`config.mk`:
```
export PLATFORM = sky130hd
export DESIGN_NAME = sync_fifo
export DESIGN_NICKNAME = d
export VERILOG_FILES = /design/src/rtl/sync_fifo.sv
export SDC_FILE = /design/constraint.sdc
export NUM_CORES = 2
export LEC_CHECK = 0
export ABC_AREA = 0
export BUFFER_PORTS_ARGS = -buffer_cell sky130_fd_sc_hd__buf_4
export CAP_MARGIN = 20
export CELL_PAD_IN_SITES_DETAIL_PLACEMENT = 1
export CELL_PAD_IN_SITES_GLOBAL_PLACEMENT = 1
export CORE_MARGIN = 2
export CORE_UTILIZATION = 40
export CTS_CLUSTER_DIAMETER = 100
export DETAILED_ROUTE_END_ITERATION = 8
export PLACE_DENSITY = 0.6
export SYNTH_ARGS = -nofsm -noshare
export SYNTH_HDL_FRONTEND = slang
export SYNTH_SLANG_ARGS = --single-unit
```
`constraint.sdc`:
```
create_clock -name clk -period 4.4 [get_ports clk]
set_clock_uncertainty 0.2 [all_clocks]
set_input_delay 0.44 -clock clk [delete_from_list [all_inputs] [get_ports clk]]
set_output_delay 0.44 -clock clk [all_outputs]
set_load 0.01 [all_outputs]
```
`src/rtl/sync_fifo.sv`:
```
`timescale 1ns/100ps
`default_nettype none

module sync_fifo #(
    parameter type payload_t = logic [63:0],
    parameter int  DEPTH     = 64
) (
    input  logic     clk,
    input  logic     reset,

    input  payload_t input_data,
    input  logic     input_valid,
    output logic     input_ready,

    output payload_t output_data,
    output logic     output_valid,
    input  logic     output_ready
);

    localparam int PTR_W = (DEPTH > 1) ? $clog2(DEPTH) : 1;
    localparam int CNT_W = $clog2(DEPTH + 1);

    payload_t         mem [DEPTH];
    logic [PTR_W-1:0] wr_ptr;
    logic [PTR_W-1:0] rd_ptr;
    logic [CNT_W-1:0] count;
    logic             do_write;
    logic             do_read;

    // Pointers wrap explicitly so that DEPTH need not be a power of two.
    function automatic logic [PTR_W-1:0] next_ptr(input logic [PTR_W-1:0] ptr);
        if (ptr == PTR_W'(DEPTH - 1)) begin
            return '0;
        end
        return ptr + 1'b1;
    endfunction

    // The head entry is presented directly, so a word written into an
    // empty FIFO is visible one cycle later.
    assign output_valid = (count != '0);
    assign output_data  = mem[rd_ptr];

    // A full FIFO still takes a word in a cycle where the head leaves.
    assign input_ready = (count != CNT_W'(DEPTH)) || output_ready;

    assign do_write = input_valid && input_ready;
    assign do_read  = output_valid && output_ready;

    always_ff @(posedge clk) begin
        if (do_write) begin
            mem[wr_ptr] <= input_data;
        end
    end

    always_ff @(posedge clk) begin
        if (reset) begin
            wr_ptr <= '0;
            rd_ptr <= '0;
            count  <= '0;
        end else begin
            if (do_write) begin
                wr_ptr <= next_ptr(wr_ptr);
            end
            if (do_read) begin
                rd_ptr <= next_ptr(rd_ptr);
            end
            case ({do_write, do_read})
                2'b10:   count <= count + 1'b1;
                2'b01:   count <= count - 1'b1;
                default: count <= count;
            endcase
        end
    end

endmodule

`default_nettype wire

```
==> flow_summary.toml <==
[pwr]
peakVddDrop_mv = 0.414
cellLeakagePower_nw = 55.7
finalPower_w = 0.0984
power_density_nw_per_um2 = 536

[synthesis]
synth_top_area_cell = "edfxtp_1"
yosys.area.top_type_share = 0.783
synth_fp_nets = 6651
synth-compound-area-share = 0.0142
yosysSeqAreaShare = 0.786
ys_top_cells_by_count = "4096 x edfxtp_1, 1132 x mux4_2, 205 x mux2i_1"
synth_xor_area_frac = 0.000502
synthSimpleGateAreaFrac = 0.0102
yosys.cell_types.count = 55
syn_area_um2 = 157000
muxShareOfSynthArea = 0.177
synthTopCellsByArea = "edfxtp_1 78%, mux4_2 16%, mux2i_1 1.3%"
syn_inst = 6577
synth-edff-count = 4096
ys_seq_elements = 4121
synth_flop_cell = "edfxtp_1"
synth_top_family_by_area = "multiplexers"
yosysWarnings = 0
postSynth.asyncResetShare = 0
yosysMostFrequentCell = "edfxtp_1"
syn_area_per_cell_um2 = 23.9
yosys.area_share.adder = 0.000478

[detailed_routing]
drc = 0
wl_per_cell_um = 38.1
met2WireLength_mm = 237
drt_first_pass_iters = 5
viasPerCell = 6.09
vias = 78000
top_layer = "met5"
antenna_left = 0
wl_met3_mm = 37.5
wl_mm = 488
drtIter0Drc = 9846
wl_met1_mm = 199

[cts]
root_buffer = "clkbuf_16"
cts_buffer_depth = 4
clock_latency_ns = 0.96
cts.sinks = 4121
clk_pin_slew_ns = 0.07
cts_inserted_buffers = 417
cts_tree = "built"
cts-htree-levels = 5

[final_layout]
fillers = 34600
drive_above_1_share = 0.317
area_delta_synth_final_pct = 16.9
nets = 7301
design_area_um2 = 184000
post-route-util = 0.469

[sta]
hold_violations = 0
final_max_slew_viol_count = 0
period_share = 0.996
setup-violations-final = 0
finalSetupTns_ns = 0
fin_crit_ns = 4.38
worst_pin_slew_ns = 1.23
max_freq_mhz = 228
timing.slew.headroom = 0.177
rsz0062_at_grt = "true"

[floorplan]
die-area_um2 = 398000
core_area_um2 = 392000
dieWidth_um = 631
num_rows = 230
design.portCount = 134
die_height_um = 631
start_util = 0.401

[critical_path]
crit_buf_inv = 4
r2r_slack_ns = 0.27
critical_path_class = "register to output pin"
crit_required_ns = 3.76
start_kind = "register"
cp_slowest_cell = "mux4_2"
path_cells = "buf_4, buf_12, buf_16, mux4_2, mux2_2, o211ai_1, a21oi_1, buf_4"
cpMostUsedCell = "buf_4"
crit_fanout = 28
arrival_ns = 3.74
critPathTopFamily = "buffers and inverters"
end_kind = "output pin"
cpPeakStageDelay_ns = 0.56

[placement]
postPlaceCellArea_um2 = 168000
numPortBuffers = 133
gp_congestion = 0.763
hpwl_mm = 255

[global_route]
grt_pass1_wl_mm = 667
grt_use_total = 0.243
antenna_found_initial = 42
grt_remaining_overflow = 0
grt_pass1_vias = 79700
grt_start_max_net_pins = 72

[outcome]
outcome = "complete, no violations"

[job]
cap_violations = 0

[min_path]
hold_class = "input pin to register"
==> tightest hold or removal path, delay by kind of cell <==
| kind | cells | cell delay [ns] |
|---|---|---|
| and+or+nand+nor | 1 | 0.13 |
| buffers and inverters | 2 | 0.84 |
==> layer usage <==
layer	global-route usage	vias up
met3	0.0358	739
li1	-	29700
met2	0.399	3673
met4	0.0642	20
met1	0.343	43900
met5	0	-
==> report_power, final <==
| part | switching, W | internal [W] | leakage (nW) |
|---|---|---|---|
| combinational | 0.00932 | 0.00993 | 12.0 |
| clock | 0.0152 | 0.0205 | 6.65 |
| sequential | 0.000139 | 0.0434 | 37.1 |
==> area by class of cell <==
cell class,count,area [µm²],area share
antenna,17,42.5,0.000232
clock buffer,518,11100,0.0605
clock inverter,255,2520,0.0137
inverter,9,43.8,0.000238
multi-input combinational,2081,32600,0.177
sequential,4121,124000,0.673
tap,5220,6530,0.0356
timing repair buffer,597,7330,0.0399
==> layout by cell type, fill, tap and decap left out, types with 13 or more instances in the layout <==
cell type,n
nand2_1,110
dlygate4sd3_1,67
diode_2,17
mux2_2,25
a22oi_1,53
a21oi_2,13
o22ai_2,15
clkbuf_16,433
nor2_4,64
clkinv_2,81
a31oi_1,30
mux2i_1,201
edfxtp_1,4096
bufinv_16,44
buf_4,341
o211ai_1,40
nor2_1,84
clkbuf_1,85
o22ai_1,49
a21oi_1,90
clkinv_1,102
buf_16,28
o221ai_1,25
buf_12,136
mux4_2,1132
nand3_1,36
dfxtp_1,19
==> state kept, by name, summed over array words and instances, names as in the netlist, named ones only <==
register,count
count,7
mem,4096
rd_ptr,6
wr_ptr,6
==> metrics by stage <==
step	hold WS, ns	setup WS, ns	cells
3_3_place_gp	0.316	0.197	11900
6_report	0.313	0.0186	12800
5_1_grt	0.316	-0.0662	12800
4_1_cts	0.239	-0.0743	12800
3_5_place_dp	0.328	0.334	11900
2_1_floorplan	0.289	-0.398	6577
==> final timing paths <==
check / start / to / cells after the start
setup / recovery: register / output_data[18] / 8
hold / removal: reset / count[0] / 3
setup reg to reg: count[2] / mem[8][19] / 7
hold reg to reg: count[5] / count[5] / 2
==> repair_timing <==
action                                  in CTS  in global routing
endpoints found under the setup margin      63                 30
pin swaps                                    0                  2
buffers inserted                            24                  3
gates cloned                                20                  4
resized for setup                           68                 18
endpoints found under the hold margin     4121                  0
hold buffers                                67                  0
==> kinds of logic after synthesis <==
logic type      Yosys count
buf+inv                 376
fa+ha+maj                 6
simple gates            362
xor+xnor                  9
compound gates          341
mux                    1362
flops                  4121
No activity file was read; power rests on OpenSTA's default activity.
