===== src/rtl/msg_pkg.sv =====
`default_nettype none

package msg_pkg;

    // One 64-bit word on the transceiver link.
    typedef struct packed {
        logic [7:0]  dest_id;
        logic        dir;
        logic [6:0]  chan;
        logic [15:0] spare;
        logic [31:0] payload;
    } link_word_t;

    // One word on a local border channel.
    typedef logic [31:0] border_word_t;

    typedef logic [7:0] node_id_t;

    // Direction bit values of a link word.
    localparam logic DIR_NORTH = 1'b0;
    localparam logic DIR_SOUTH = 1'b1;

    // A link word with this channel tag is a control message, whatever its direction.
    localparam logic [6:0] CONTROL_CHAN = 7'h7f;

    // Defaults for the top-level parameters.
    // The channel count has to stay below CONTROL_CHAN.
    localparam int DEFAULT_NUM_CHANNELS = 5;
    localparam int DEFAULT_FIFO_DEPTH   = 64;

endpackage

`default_nettype wire

===== src/rtl/border_combiner.sv =====
`timescale 1ns/100ps
`default_nettype none

module border_combiner
    import msg_pkg::*;
#(
    parameter int NUM_CHANNELS = DEFAULT_NUM_CHANNELS
) (
    input  logic                            clk,
    input  logic                            reset,

    input  border_word_t [NUM_CHANNELS-1:0] in_data,
    input  logic [NUM_CHANNELS-1:0]         in_valid,
    output logic [NUM_CHANNELS-1:0]         in_ready,

    output link_word_t                      out_data,
    output logic                            out_valid,
    input  logic                            out_ready
);

    localparam int IDX_W = (NUM_CHANNELS > 1) ? $clog2(NUM_CHANNELS) : 1;

    logic [IDX_W-1:0] rr_ptr;
    logic [IDX_W-1:0] grant_idx;
    logic             grant_found;
    logic             load;
    link_word_t       next_word;

    // Search for a valid channel starting at the round-robin pointer.
    always_comb begin
        int idx;
        grant_idx   = rr_ptr;
        grant_found = 1'b0;
        for (int i = 0; i < NUM_CHANNELS; i++) begin
            idx = int'(rr_ptr) + i;
            if (idx >= NUM_CHANNELS) begin
                idx = idx - NUM_CHANNELS;
            end
            if (!grant_found && in_valid[idx]) begin
                grant_found = 1'b1;
                grant_idx   = IDX_W'(idx);
            end
        end
    end

    // The output register refills when it is empty or drains this cycle.
    assign load = grant_found && (!out_valid || out_ready);

    always_comb begin
        for (int c = 0; c < NUM_CHANNELS; c++) begin
            in_ready[c] = load && (grant_idx == IDX_W'(c));
        end
    end

    always_comb begin
        next_word         = '0;
        next_word.chan    = 7'(grant_idx);
        next_word.payload = in_data[grant_idx];
    end

    always_ff @(posedge clk) begin
        if (load) begin
            out_data <= next_word;
        end
    end

    always_ff @(posedge clk) begin
        if (reset) begin
            out_valid <= 1'b0;
            rr_ptr    <= '0;
        end else begin
            if (load) begin
                out_valid <= 1'b1;
            end else if (out_ready) begin
                out_valid <= 1'b0;
            end
            // Next search starts just past the channel served.
            if (load) begin
                if (grant_idx == IDX_W'(NUM_CHANNELS - 1)) begin
                    rr_ptr <= '0;
                end else begin
                    rr_ptr <= grant_idx + 1'b1;
                end
            end
        end
    end

endmodule

`default_nettype wire


===== config.mk =====
export PLATFORM = sky130hd
export DESIGN_NAME = border_combiner
export DESIGN_NICKNAME = d
export VERILOG_FILES = /design/src/rtl/msg_pkg.sv /design/src/rtl/border_combiner.sv
export SDC_FILE = /design/constraint.sdc
export NUM_CORES = 1
export LEC_CHECK = 0
export ABC_AREA = 1
export BUFFER_PORTS_ARGS = -buffer_cell sky130_fd_sc_hd__buf_2
export CAP_MARGIN = 40
export CORE_UTILIZATION = 40
export CTS_CLUSTER_SIZE = 12
export DETAILED_ROUTE_END_ITERATION = 10
export GPL_ROUTABILITY_DRIVEN = 0
export PLACE_DENSITY = 0.71
export SYNTH_ARGS = -nofsm -noshare
export SYNTH_HDL_FRONTEND = slang
export SYNTH_SLANG_ARGS = --single-unit
export TNS_END_PERCENT = 1

===== constraint.sdc =====
create_clock -name clk -period 5.17 [get_ports clk]
set_clock_uncertainty 0.15 [all_clocks]
set_input_delay 0.517 -clock clk [delete_from_list [all_inputs] [get_ports clk]]
set_output_delay 0.517 -clock clk [all_outputs]
set_load 0.02 [all_outputs]

==> flow_metrics.py <==
metrics = {
    "synth": {
        "synth.distinct_cells": 37,
        "yosys_warnings": 0,
        "synthCells": 743,
        "synth_edf_count": 35,
        "avgSynthCellArea_um2": 6.064,
        "ys.flop_type": "edfxtp_1",
        "synth_area_um2": 4506,
        "synth-seq-cells": 39,
        "synth-seq-area-share_pct": 25.10,
        "async_flop_share_pct": 0,
    },
    "timing": {
        "fin_crit_ns": 4.651,
        "relSlewSlack_pct": 56.42,
        "setup_viol": 0,
        "rsz0062_at_grt": "false",
        "hold_viol": 0,
        "timing.final.crit_share_pct": 89.97,
        "fin_setup_tns_ns": 0,
        "tightest_slew_ns": 0.6537,
        "fmax_mhz": 215.0,
        "final-max-slew-violation-count": 0,
    },
    "critical_path": {
        "cp.required_ns": 4.50,
        "path_max_fanout": 35,
        "cp.arrival_ns": 3.98,
        "worstSetupPathType": "flop to output pin",
        "critPathCaptureType": "output pin",
        "startpoint_type": "flop",
    },
    "detailed_routing": {
        "wl_per_cell_um": 12.92,
        "vias_per_cell": 4.843,
        "drt.antenna.violating_nets": 0,
        "via_count": 5167,
        "wl_um": 13790,
        "dr.pass1.iters": 5,
        "drtIter0Drc": 285,
        "drc": 0,
    },
    "finish": {
        "layout_common_cells": "nand2_1, buf_2, nand3_1, edfxtp_1, inv_1",
        "fillCellCount": 1157,
        "area_growth_pct": 22.30,
        "multi_input_area_um2": 2826,
        "num_antenna_cells": 0,
        "drive_above_1_share_pct": 27.62,
        "regArea_um2": 1131,
        "nets": 1107,
        "final_common_cell": "nand2_1",
    },
    "floorplan": {
        "core_um2": 10890,
        "io_pins": 238,
        "die_h_um": 108.1,
        "rows": 38,
        "dieArea_um2": 11690,
        "die_w_um": 108.1,
        "initial_core_util_pct": 41.38,
    },
    "cts": {
        "cts.sink_count": 39,
        "clockBufferDepth": 2,
        "cts_setup_buffers": 0,
        "cts.repair.resized": 0,
        "cts_tree": "built",
        "insertion_delay_ns": 0.29,
        "numCtsBuffers": 5,
        "htree_num_levels": 2,
        "clkTransAtPathRegs_ns": 0.07,
        "root_buffer": "clkbuf_8",
        "hold_buffers": 0,
    },
    "global_route": {
        "grt_pass1_wl_um": 20980,
        "track_usage_pct": 22.65,
        "grt_max_degree": 65,
        "grt_pass1_vias": 4457,
        "overflow": 0,
        "antenna_found_initial": 0,
    },
    "placement": {
        "io_buffers": 208,
        "hpwl_um": 10450,
    },
    "worst_hold_path": {
        "hold_class": "input port to flop",
    },
    "job": {
        "drv_cap": 0,
    },
    "run_status": {
        "status": "complete, no violations",
    },
}
-- kinds of logic (layout without fill, tap and decap cells) --
logic type               Yosys count  in the layout  synth area share, %
AND/OR/NAND/NOR                  558            558                53.65
buffers and inverters            110            266                14.50
flip-flops                        39             39                25.10
AO/OA/AOI/OAI                     20             20                2.666
adder cells (fa/ha/maj)           13             13                3.610
XOR/XNOR                           2              2               0.3889
other                              1             29              0.08323
-- per-layer routing --
layer | wire (µm) | part of all wire [%] | vias up | track usage (%)
met1 | 5847 | 42 | 2281 | 26.81
li1 | - | - | 2694 | -
met2 | 6835 | 50 | 180 | 42.49
met3 | 927 | 6.7 | 12 | 2.893
met5 | 0 | 0 | - | 0
met4 | 176 | 1.3 | 0 | 5.969
-- through the flow --
stage	utilization, %	setup slack, ns	instances	cell area, µm²	hold slack, ns
CTS	50.59	0.3909	1067	5508	0.2701
floorplan	-	1.342	771	4611	0.4251
global route	50.61	0.07220	1067	5510	0.2690
finish	50.61	0.5186	1067	5510	0.2791
global placement	49.60	0.8176	1059	5400	0.4408
detailed placement	49.60	0.7158	1059	5400	0.4498
-- area by class of cell --
cell class                      count  share of cell area, %
Multi-Input combinational cell    622                  51.29
Timing Repair Buffer              217                  20.12
Sequential cell                    39                  20.53
Tap cell                          140                  3.179
Clock buffer                        5                  1.249
Clock inverter                      3                 0.7039
Inverter                           41                  2.929
-- flip-flops by register name (all words and copies together) (netlist names) --
signal	flops
out_data	35
rr_ptr	3
out_valid	1
-- synth_stat cells, types with 4 or more instances --
library cell | instances | share of area, %
ha_1 | 13 | 3.6
inv_1 | 31 | 2.6
nand3_1 | 142 | 16
nand3_2 | 5 | 1.1
o21ai_1 | 4 | 0.44
nor2_1 | 7 | 0.58
nand4_1 | 11 | 1.5
edfxtp_1 | 35 | 23
buf_2 | 19 | 2.1
o21ai_0 | 5 | 0.56
buf_4 | 41 | 6.8
a21oi_1 | 4 | 0.44
buf_6 | 4 | 1.0
nand2_2 | 7 | 0.97
dfxtp_1 | 4 | 1.8
inv_2 | 8 | 0.67
nand2_1 | 373 | 31
-- critical path: stages, from the launching register on --
cell     delay, ns
dfxtp_1       0.39
inv_1         0.31
ha_1          0.21
inv_1         0.04
ha_1          0.18
inv_1         0.07
nand2_2       0.09
inv_1         0.10
nand2_1       0.08
nand2_2       0.13
nand2_1       0.08
nand3_1       0.08
nand3_1       0.09
nand2_2       0.16
nand3_2       0.12
nor2_4        0.15
nand2_2       0.10
o21ai_1       0.13
inv_1         0.05
nand2_1       0.10
nand2_4       0.24
inv_6         0.34
nand2_1       0.13
nor3_2        0.12
buf_2         0.18
-- path summary, 6_finish.rpt --
path	startpoint	to	slack, ns	cells past startpoint
worst max-delay path	rr_ptr[1]	in_ready[2]	0.52	24
worst min-delay path	reset	rr_ptr[2]	0.28	2
worst max register to register	rr_ptr[1]	out_data[2]	1.02	25
worst min register to register	out_valid	out_valid	0.46	4
Power is not shown: default switching activity piles up to over one toggle a cycle in this logic, so the estimate is an artifact.
