[config.mk]
export PLATFORM = sky130hd
export DESIGN_NAME = border_splitter
export DESIGN_NICKNAME = d
export VERILOG_FILES = /design/src/rtl/msg_pkg.sv /design/src/rtl/border_splitter.sv
export SDC_FILE = /design/constraint.sdc
export NUM_CORES = 1
export LEC_CHECK = 0
export BUFFER_PORTS_ARGS = -buffer_cell sky130_fd_sc_hd__buf_2
export CAP_MARGIN = 20
export CORE_AREA = 2 2 92 94
export DETAILED_ROUTE_END_ITERATION = 7
export DIE_AREA = 0 0 94 96
export SLEW_MARGIN = 15
export SYNTH_ARGS = -nofsm -noshare
export SYNTH_HDL_FRONTEND = slang
export SYNTH_SLANG_ARGS = --single-unit
[constraint.sdc]
create_clock -name vclk -period 1.3
set_input_delay 0.13 -clock vclk [all_inputs]
set_output_delay 0.13 -clock vclk [all_outputs]
set_load 0.005 [all_outputs]
[src/rtl/msg_pkg.sv]
`default_nettype none

package msg_pkg;

    // One 64-bit word on the transceiver link.
    typedef struct packed {
        logic [7:0]  dest_id;
        logic        dir;
        logic [6:0]  chan;
        logic [15:0] spare;
        logic [31:0] payload;
    } link_word_t;

    // One word on a local border channel.
    typedef logic [31:0] border_word_t;

    typedef logic [7:0] node_id_t;

    // Direction bit values of a link word.
    localparam logic DIR_NORTH = 1'b0;
    localparam logic DIR_SOUTH = 1'b1;

    // A link word with this channel tag is a control message, whatever its direction.
    localparam logic [6:0] CONTROL_CHAN = 7'h7f;

    // Defaults for the top-level parameters.
    // The channel count has to stay below CONTROL_CHAN.
    localparam int DEFAULT_NUM_CHANNELS = 5;
    localparam int DEFAULT_FIFO_DEPTH   = 64;

endpackage

`default_nettype wire
[src/rtl/border_splitter.sv]
`timescale 1ns/100ps
`default_nettype none

module border_splitter
    import msg_pkg::*;
#(
    parameter int NUM_CHANNELS = DEFAULT_NUM_CHANNELS
) (
    input  link_word_t                      in_data,
    input  logic                            in_valid,
    output logic                            in_ready,

    output border_word_t [NUM_CHANNELS-1:0] out_data,
    output logic [NUM_CHANNELS-1:0]         out_valid,
    input  logic [NUM_CHANNELS-1:0]         out_ready
);

    // Every channel sees the payload; only the tagged one gets valid.
    always_comb begin
        for (int c = 0; c < NUM_CHANNELS; c++) begin
            out_data[c] = in_data.payload;
        end
    end

    always_comb begin
        // A tag past the last channel is accepted and dropped,
        // so a bad word cannot block the link.
        in_ready = 1'b1;
        for (int c = 0; c < NUM_CHANNELS; c++) begin
            out_valid[c] = 1'b0;
            if (in_data.chan == 7'(c)) begin
                out_valid[c] = in_valid;
                in_ready     = out_ready[c];
            end
        end
    end

endmodule

`default_nettype wire

==> results.ini, run 1 <==
[grt]
grt-ovfl-total=0
grt_pass1_wl_um=1573
grt_max_degree=7
grt_pass1_vias=317
antenna_found_initial=0
grt_usage_pct=2.086

[place]
portBuffers=19
place.gp.congestion=0.5911
place_inst=142
dp_hpwl_um=912.9

[sta]
setup_tns_ns=0
whs_ns=0.2600
hold_viol=0
maxSlewViolCount=0
fmax_ghz=0.8027
worst_pin_slew_ns=0.2393
min_period_over_period_pct=95.83
rsz0062_at_grt=yes
finalSetupViolCount=0
period_minus_slack_ns=1.246
slew_headroom_pct=84.00

[layout]
nClkBuffers=0
utilization_pct=4.817
nNetsFinal=109
ff_latch_area_sq_um=0
syn_to_final_growth_pct=-70.28
diodes=0
layout-drive-gt1-share_pct=70.27
fillers=951
fin_cells=142
design.seq.count=0
multi_input_area_sq_um=126.4

[critical_path]
end_kind=output port
required_ns=1.17
crit_type=in2out
cp_data_arrival_time_ns=1.12
critical_path.startpoint=in_data[51]
crit_path_max_fanout=4
start_kind=primary input

[drt]
wl_per_cell_um=8.711
route.detailed.drc=0
post_drt_via_cell_ratio=1.845
first_iter_violations=7
ant_nets=0
dr.pass1.iters=3
finalWirelength_um=1237
vias=262

[floorplan]
rows=33
fp.dieW_um=94
fp.dieArea_sq_mm=0.009024
core_area_sq_mm=0.008051
initial_core_util_pct=16.21
ioPinCount=236
fp.dieH_um=96

[power_and_ir_drop]
power_density_mw_per_mm2=142.5
static-leakage-power_nw=0.1336
ir_worst_vdd_uv=16.29
finalPower_mw=0.05526

[logic_synthesis]
yosysWarnings=0
synthTopCellsByArea=buf_4 (92%), nor3_1 (1.5%), o221ai_2 (1.2%)
syn-mean-instance-area_sq_um=7.415
ys_seq_area_share_pct=0
synth_top_area_share_pct=92.04
synthCells=176
synth_cell_types=12
syn_area_sq_mm=0.001305
synth_area_leader_cell=buf_4
syn_nets=246

[cts]
post_cts_buffers=0
hold_buffers=0

[min_path]
worstHoldPathType=in2out
min_from=in_data[23]

[status]
status=finished, final reports clean

[run]
maxCapViolCount=0

timing repair:
item | in CTS | in global routing
pin swaps | 0 | 3
endpoints found under the setup margin | 1 | 3
resized for setup | 1 | 7
cells in the mapped netlist:
cell type and count:
a32oi_1 1, buf_4 160, or4b_1 1, nor3_1 4, and3_1 1, o221ai_2 1
nor2_1 1, nand3b_1 1, a21oi_1 2, inv_1 2, and4_1 1, nor4_1 1
logic make-up (layout without fill, tap and decap cells):
kind of cell           after synthesis  in the layout  share of synthesized area (%)
AOI/OAI and AO/OA                    4              4                          2.589
and+or+nand+nor                     10             10                          4.795
buffers and inverters              162             23                          92.62
path summary, 6_finish.rpt:
path	cells past startpoint	to
min	0	out_data[119]
max	5	out_valid[2]
critical path: stages:
cell and delay [ns]:
buf_6 0.10, nor4_4 0.29, nand3b_1 0.23, nor3_2 0.24
buf_2 0.14
cells in the final DEF, fill, tap and decap left out, drive strengths merged:
master	Yosys	routed
a21oi	2	2
a32oi	1	1
and3	1	1
and4	1	1
buf	160	21
inv	2	2
nand3b	1	1
nor2	1	1
nor3	4	4
nor4	1	1
o221ai	1	1
or4b	1	1
where the power goes:
part | leakage [nW] | internal (mW) | switching, mW | total, mW
registers | 0 | 0 | 0 | 0
logic | 0.134 | 0.0288 | 0.0265 | 0.0553
clock network | 0 | 0 | 0 | 0
total | 0.134 | 0.0288 | 0.0265 | 0.0553
layout make-up:
class / count / share of cell area (%)
tap: 105 / 33.87
inverter: 2 / 1.935
timing repair buffer: 21 / 31.61
multi-input combinational: 14 / 32.58
per-layer routing:
layer	track usage, %	up-vias	part of all wire [%]
met1	1.170	98	14
li1	-	109	-
met2	1.845	4	38
met3	0.9397	51	22
met4	7.126	0	25
met5	0	-	0
metrics by stage:
step / area [sq um] / worst slack (ns)
global placement: 345.3 / 0.05100
finish: 387.9 / 0.05419
global route: 387.9 / -0.05710
detailed placement: 345.3 / -0.008631
CTS: 351.6 / 0.05905
floorplan: 1305 / 0.3149
No activity file was read; power rests on OpenSTA's default activity.
==> inputs of run 2 (changes only) <==
- PLACE_DENSITY: not set -> 0.55
==> run 2 against run 1 <==
  * Maximum frequency is 0.60% lower
  * First-iteration DRC count down 14%
  * Sequential cell count is the same
  * Critical path type unchanged
  * Routed wire length is 2.6% higher
  * Critical endpoint is now in_ready
  * Highest routed layer unchanged
==> results.ini, run 2 (synthesis gave the netlist of run 1 again) <==
[status]
status=finished, final reports clean

[critical_path]
critPathSlowestCell=or4b_1
crit_type=in2out
cp_data_arrival_time_ns=1.12  ; about the same
timing.critical_path.buf_inv=2  ; unchanged
max_stage_delay_ns=0.52  ; +0.23 ns
path_delay_family=simple AND/OR/NAND/NOR gates
required_ns=1.17  ; about the same
worstPathCellList=buf_6 -> or4b_1 -> and3_4 -> o221ai_2 -> buf_2
start_kind=primary input
end_kind=output port
crit_path_max_fanout=2  ; -2

[power_and_ir_drop]
power_density_mw_per_mm2=143.4  ; +0.64%
static-leakage-power_nw=0.1320  ; -1.2%
ir_worst_vdd_uv=19.52  ; +20%
finalPower_mw=0.05436  ; -1.6%

[floorplan]
rows=33  ; unchanged
initial_core_util_pct=16.21  ; unchanged
ioPinCount=236  ; unchanged
fp.dieH_um=96  ; unchanged
fp.dieW_um=94  ; unchanged
fp.dieArea_sq_mm=0.009024  ; unchanged
core_area_sq_mm=0.008051  ; unchanged

[drt]
route.detailed.drc=0  ; unchanged
wl_per_cell_um=8.874  ; +1.9%
ant_nets=0  ; unchanged
first_iter_violations=6  ; -1
finalWirelength_um=1269  ; +2.6%
dr.pass1.iters=4  ; +1
vias=272  ; +3.8%
post_drt_via_cell_ratio=1.902  ; +3.1%

[min_path]
whs_endpoint=out_data[118]
worstHoldPathType=in2out
min_from=in_data[22]
hold_depth=0  ; unchanged

[layout]
diodes=0  ; unchanged
design.seq.count=0  ; unchanged
nClkBuffers=0  ; unchanged
final_cell_mix=buf_2 (18), nor3_1 (4), buf_4 (3)
ff_latch_area_sq_um=0  ; unchanged
syn_to_final_growth_pct=-70.95
mostFrequentLayoutCell=buf_2
fin_cells=143  ; +0.70%
layout-drive-gt1-share_pct=65.79  ; -4.5 points
nNetsFinal=110  ; +0.92%

[place]
place_inst=143  ; +0.70%
portBuffers=19  ; unchanged
place.gp.congestion=0.5738  ; -2.9%
dp_hpwl_um=991.7  ; +8.6%

[grt]
grt_max_degree=6  ; -1
grt_pass1_wl_um=1580  ; +0.45%
antenna_found_initial=0  ; unchanged
grt-ovfl-total=0  ; unchanged
grt_pass1_vias=308  ; -2.8%
grt_usage_pct=2.119  ; +0.033 points

[sta]
min_period_over_period_pct=96.41  ; +0.58 points
finalSetupViolCount=0  ; unchanged
period_minus_slack_ns=1.253  ; +0.007494 ns
rsz0062_at_grt=no
maxSlewViolCount=0  ; unchanged
worst_pin_slew_ns=0.2341  ; -0.005282 ns
fmax_ghz=0.7979  ; -0.60%
slew_headroom_pct=84.28  ; +0.28 points
hold_viol=0  ; unchanged

[cts]
hold_buffers=0  ; unchanged
post_cts_buffers=0  ; unchanged

[run]
maxCapViolCount=0  ; unchanged

-- run 2: metal layers --
layer  GRT usage, %  part of all wire (%)  vias up
li1               -                     -      112
met1          1.545                    19      107
met2          1.667                    36        9
met3         0.7831                    21       44
met4          7.005                    25        0
met5              0                     0        -
-- run 2: final cells by class --
type	instances	area (sq um)
fillers	957	7672
well taps	105	131.4
repair buffers	22	123.9
multi-input cells	14	116.4
inverters	2	7.507
-- run 2: what timing repair did --
action                                  CTS  global route
endpoints found under the setup margin    1             3
pin swaps                                 0             2
resized for setup                         1             3
-- run 2: where the power goes --
group,internal (mW),switching [mW]
clock,0,0
sequential,0,0
combinational,0.0292,0.0252
total,0.0292,0.0252
-- run 2: how the worst max path moves through the flow --
stage | from | endpoint | slack, ns | cells after the start
global placement | in_data[48] | in_ready | 0.03 | 5
detailed placement | in_data[53] | out_valid[2] | -0.009 | 5
floorplan | in_data[48] | in_ready | 0.31 | 3
CTS | in_data[48] | in_ready | 0.003 | 5
finish | in_data[50] | in_ready | 0.05 | 5
global route | in_data[49] | in_ready | 0.005 | 5
-- run 2: through the flow --
stage	hold WS (ns)	utilization, %	TNS, ns	instance area, sq um	setup WS [ns]
floorplan	0.2942	-	0	1305	0.3149
global placement	0.2601	4.382	0	352.8	0.02688
detailed placement	0.2601	4.382	-0.009252	352.8	-0.009252
CTS	0.2601	4.460	0	359.1	0.002770
global route	0.2600	4.709	0	379.1	0.004872
finish	0.2600	4.709	0	379.1	0.04669
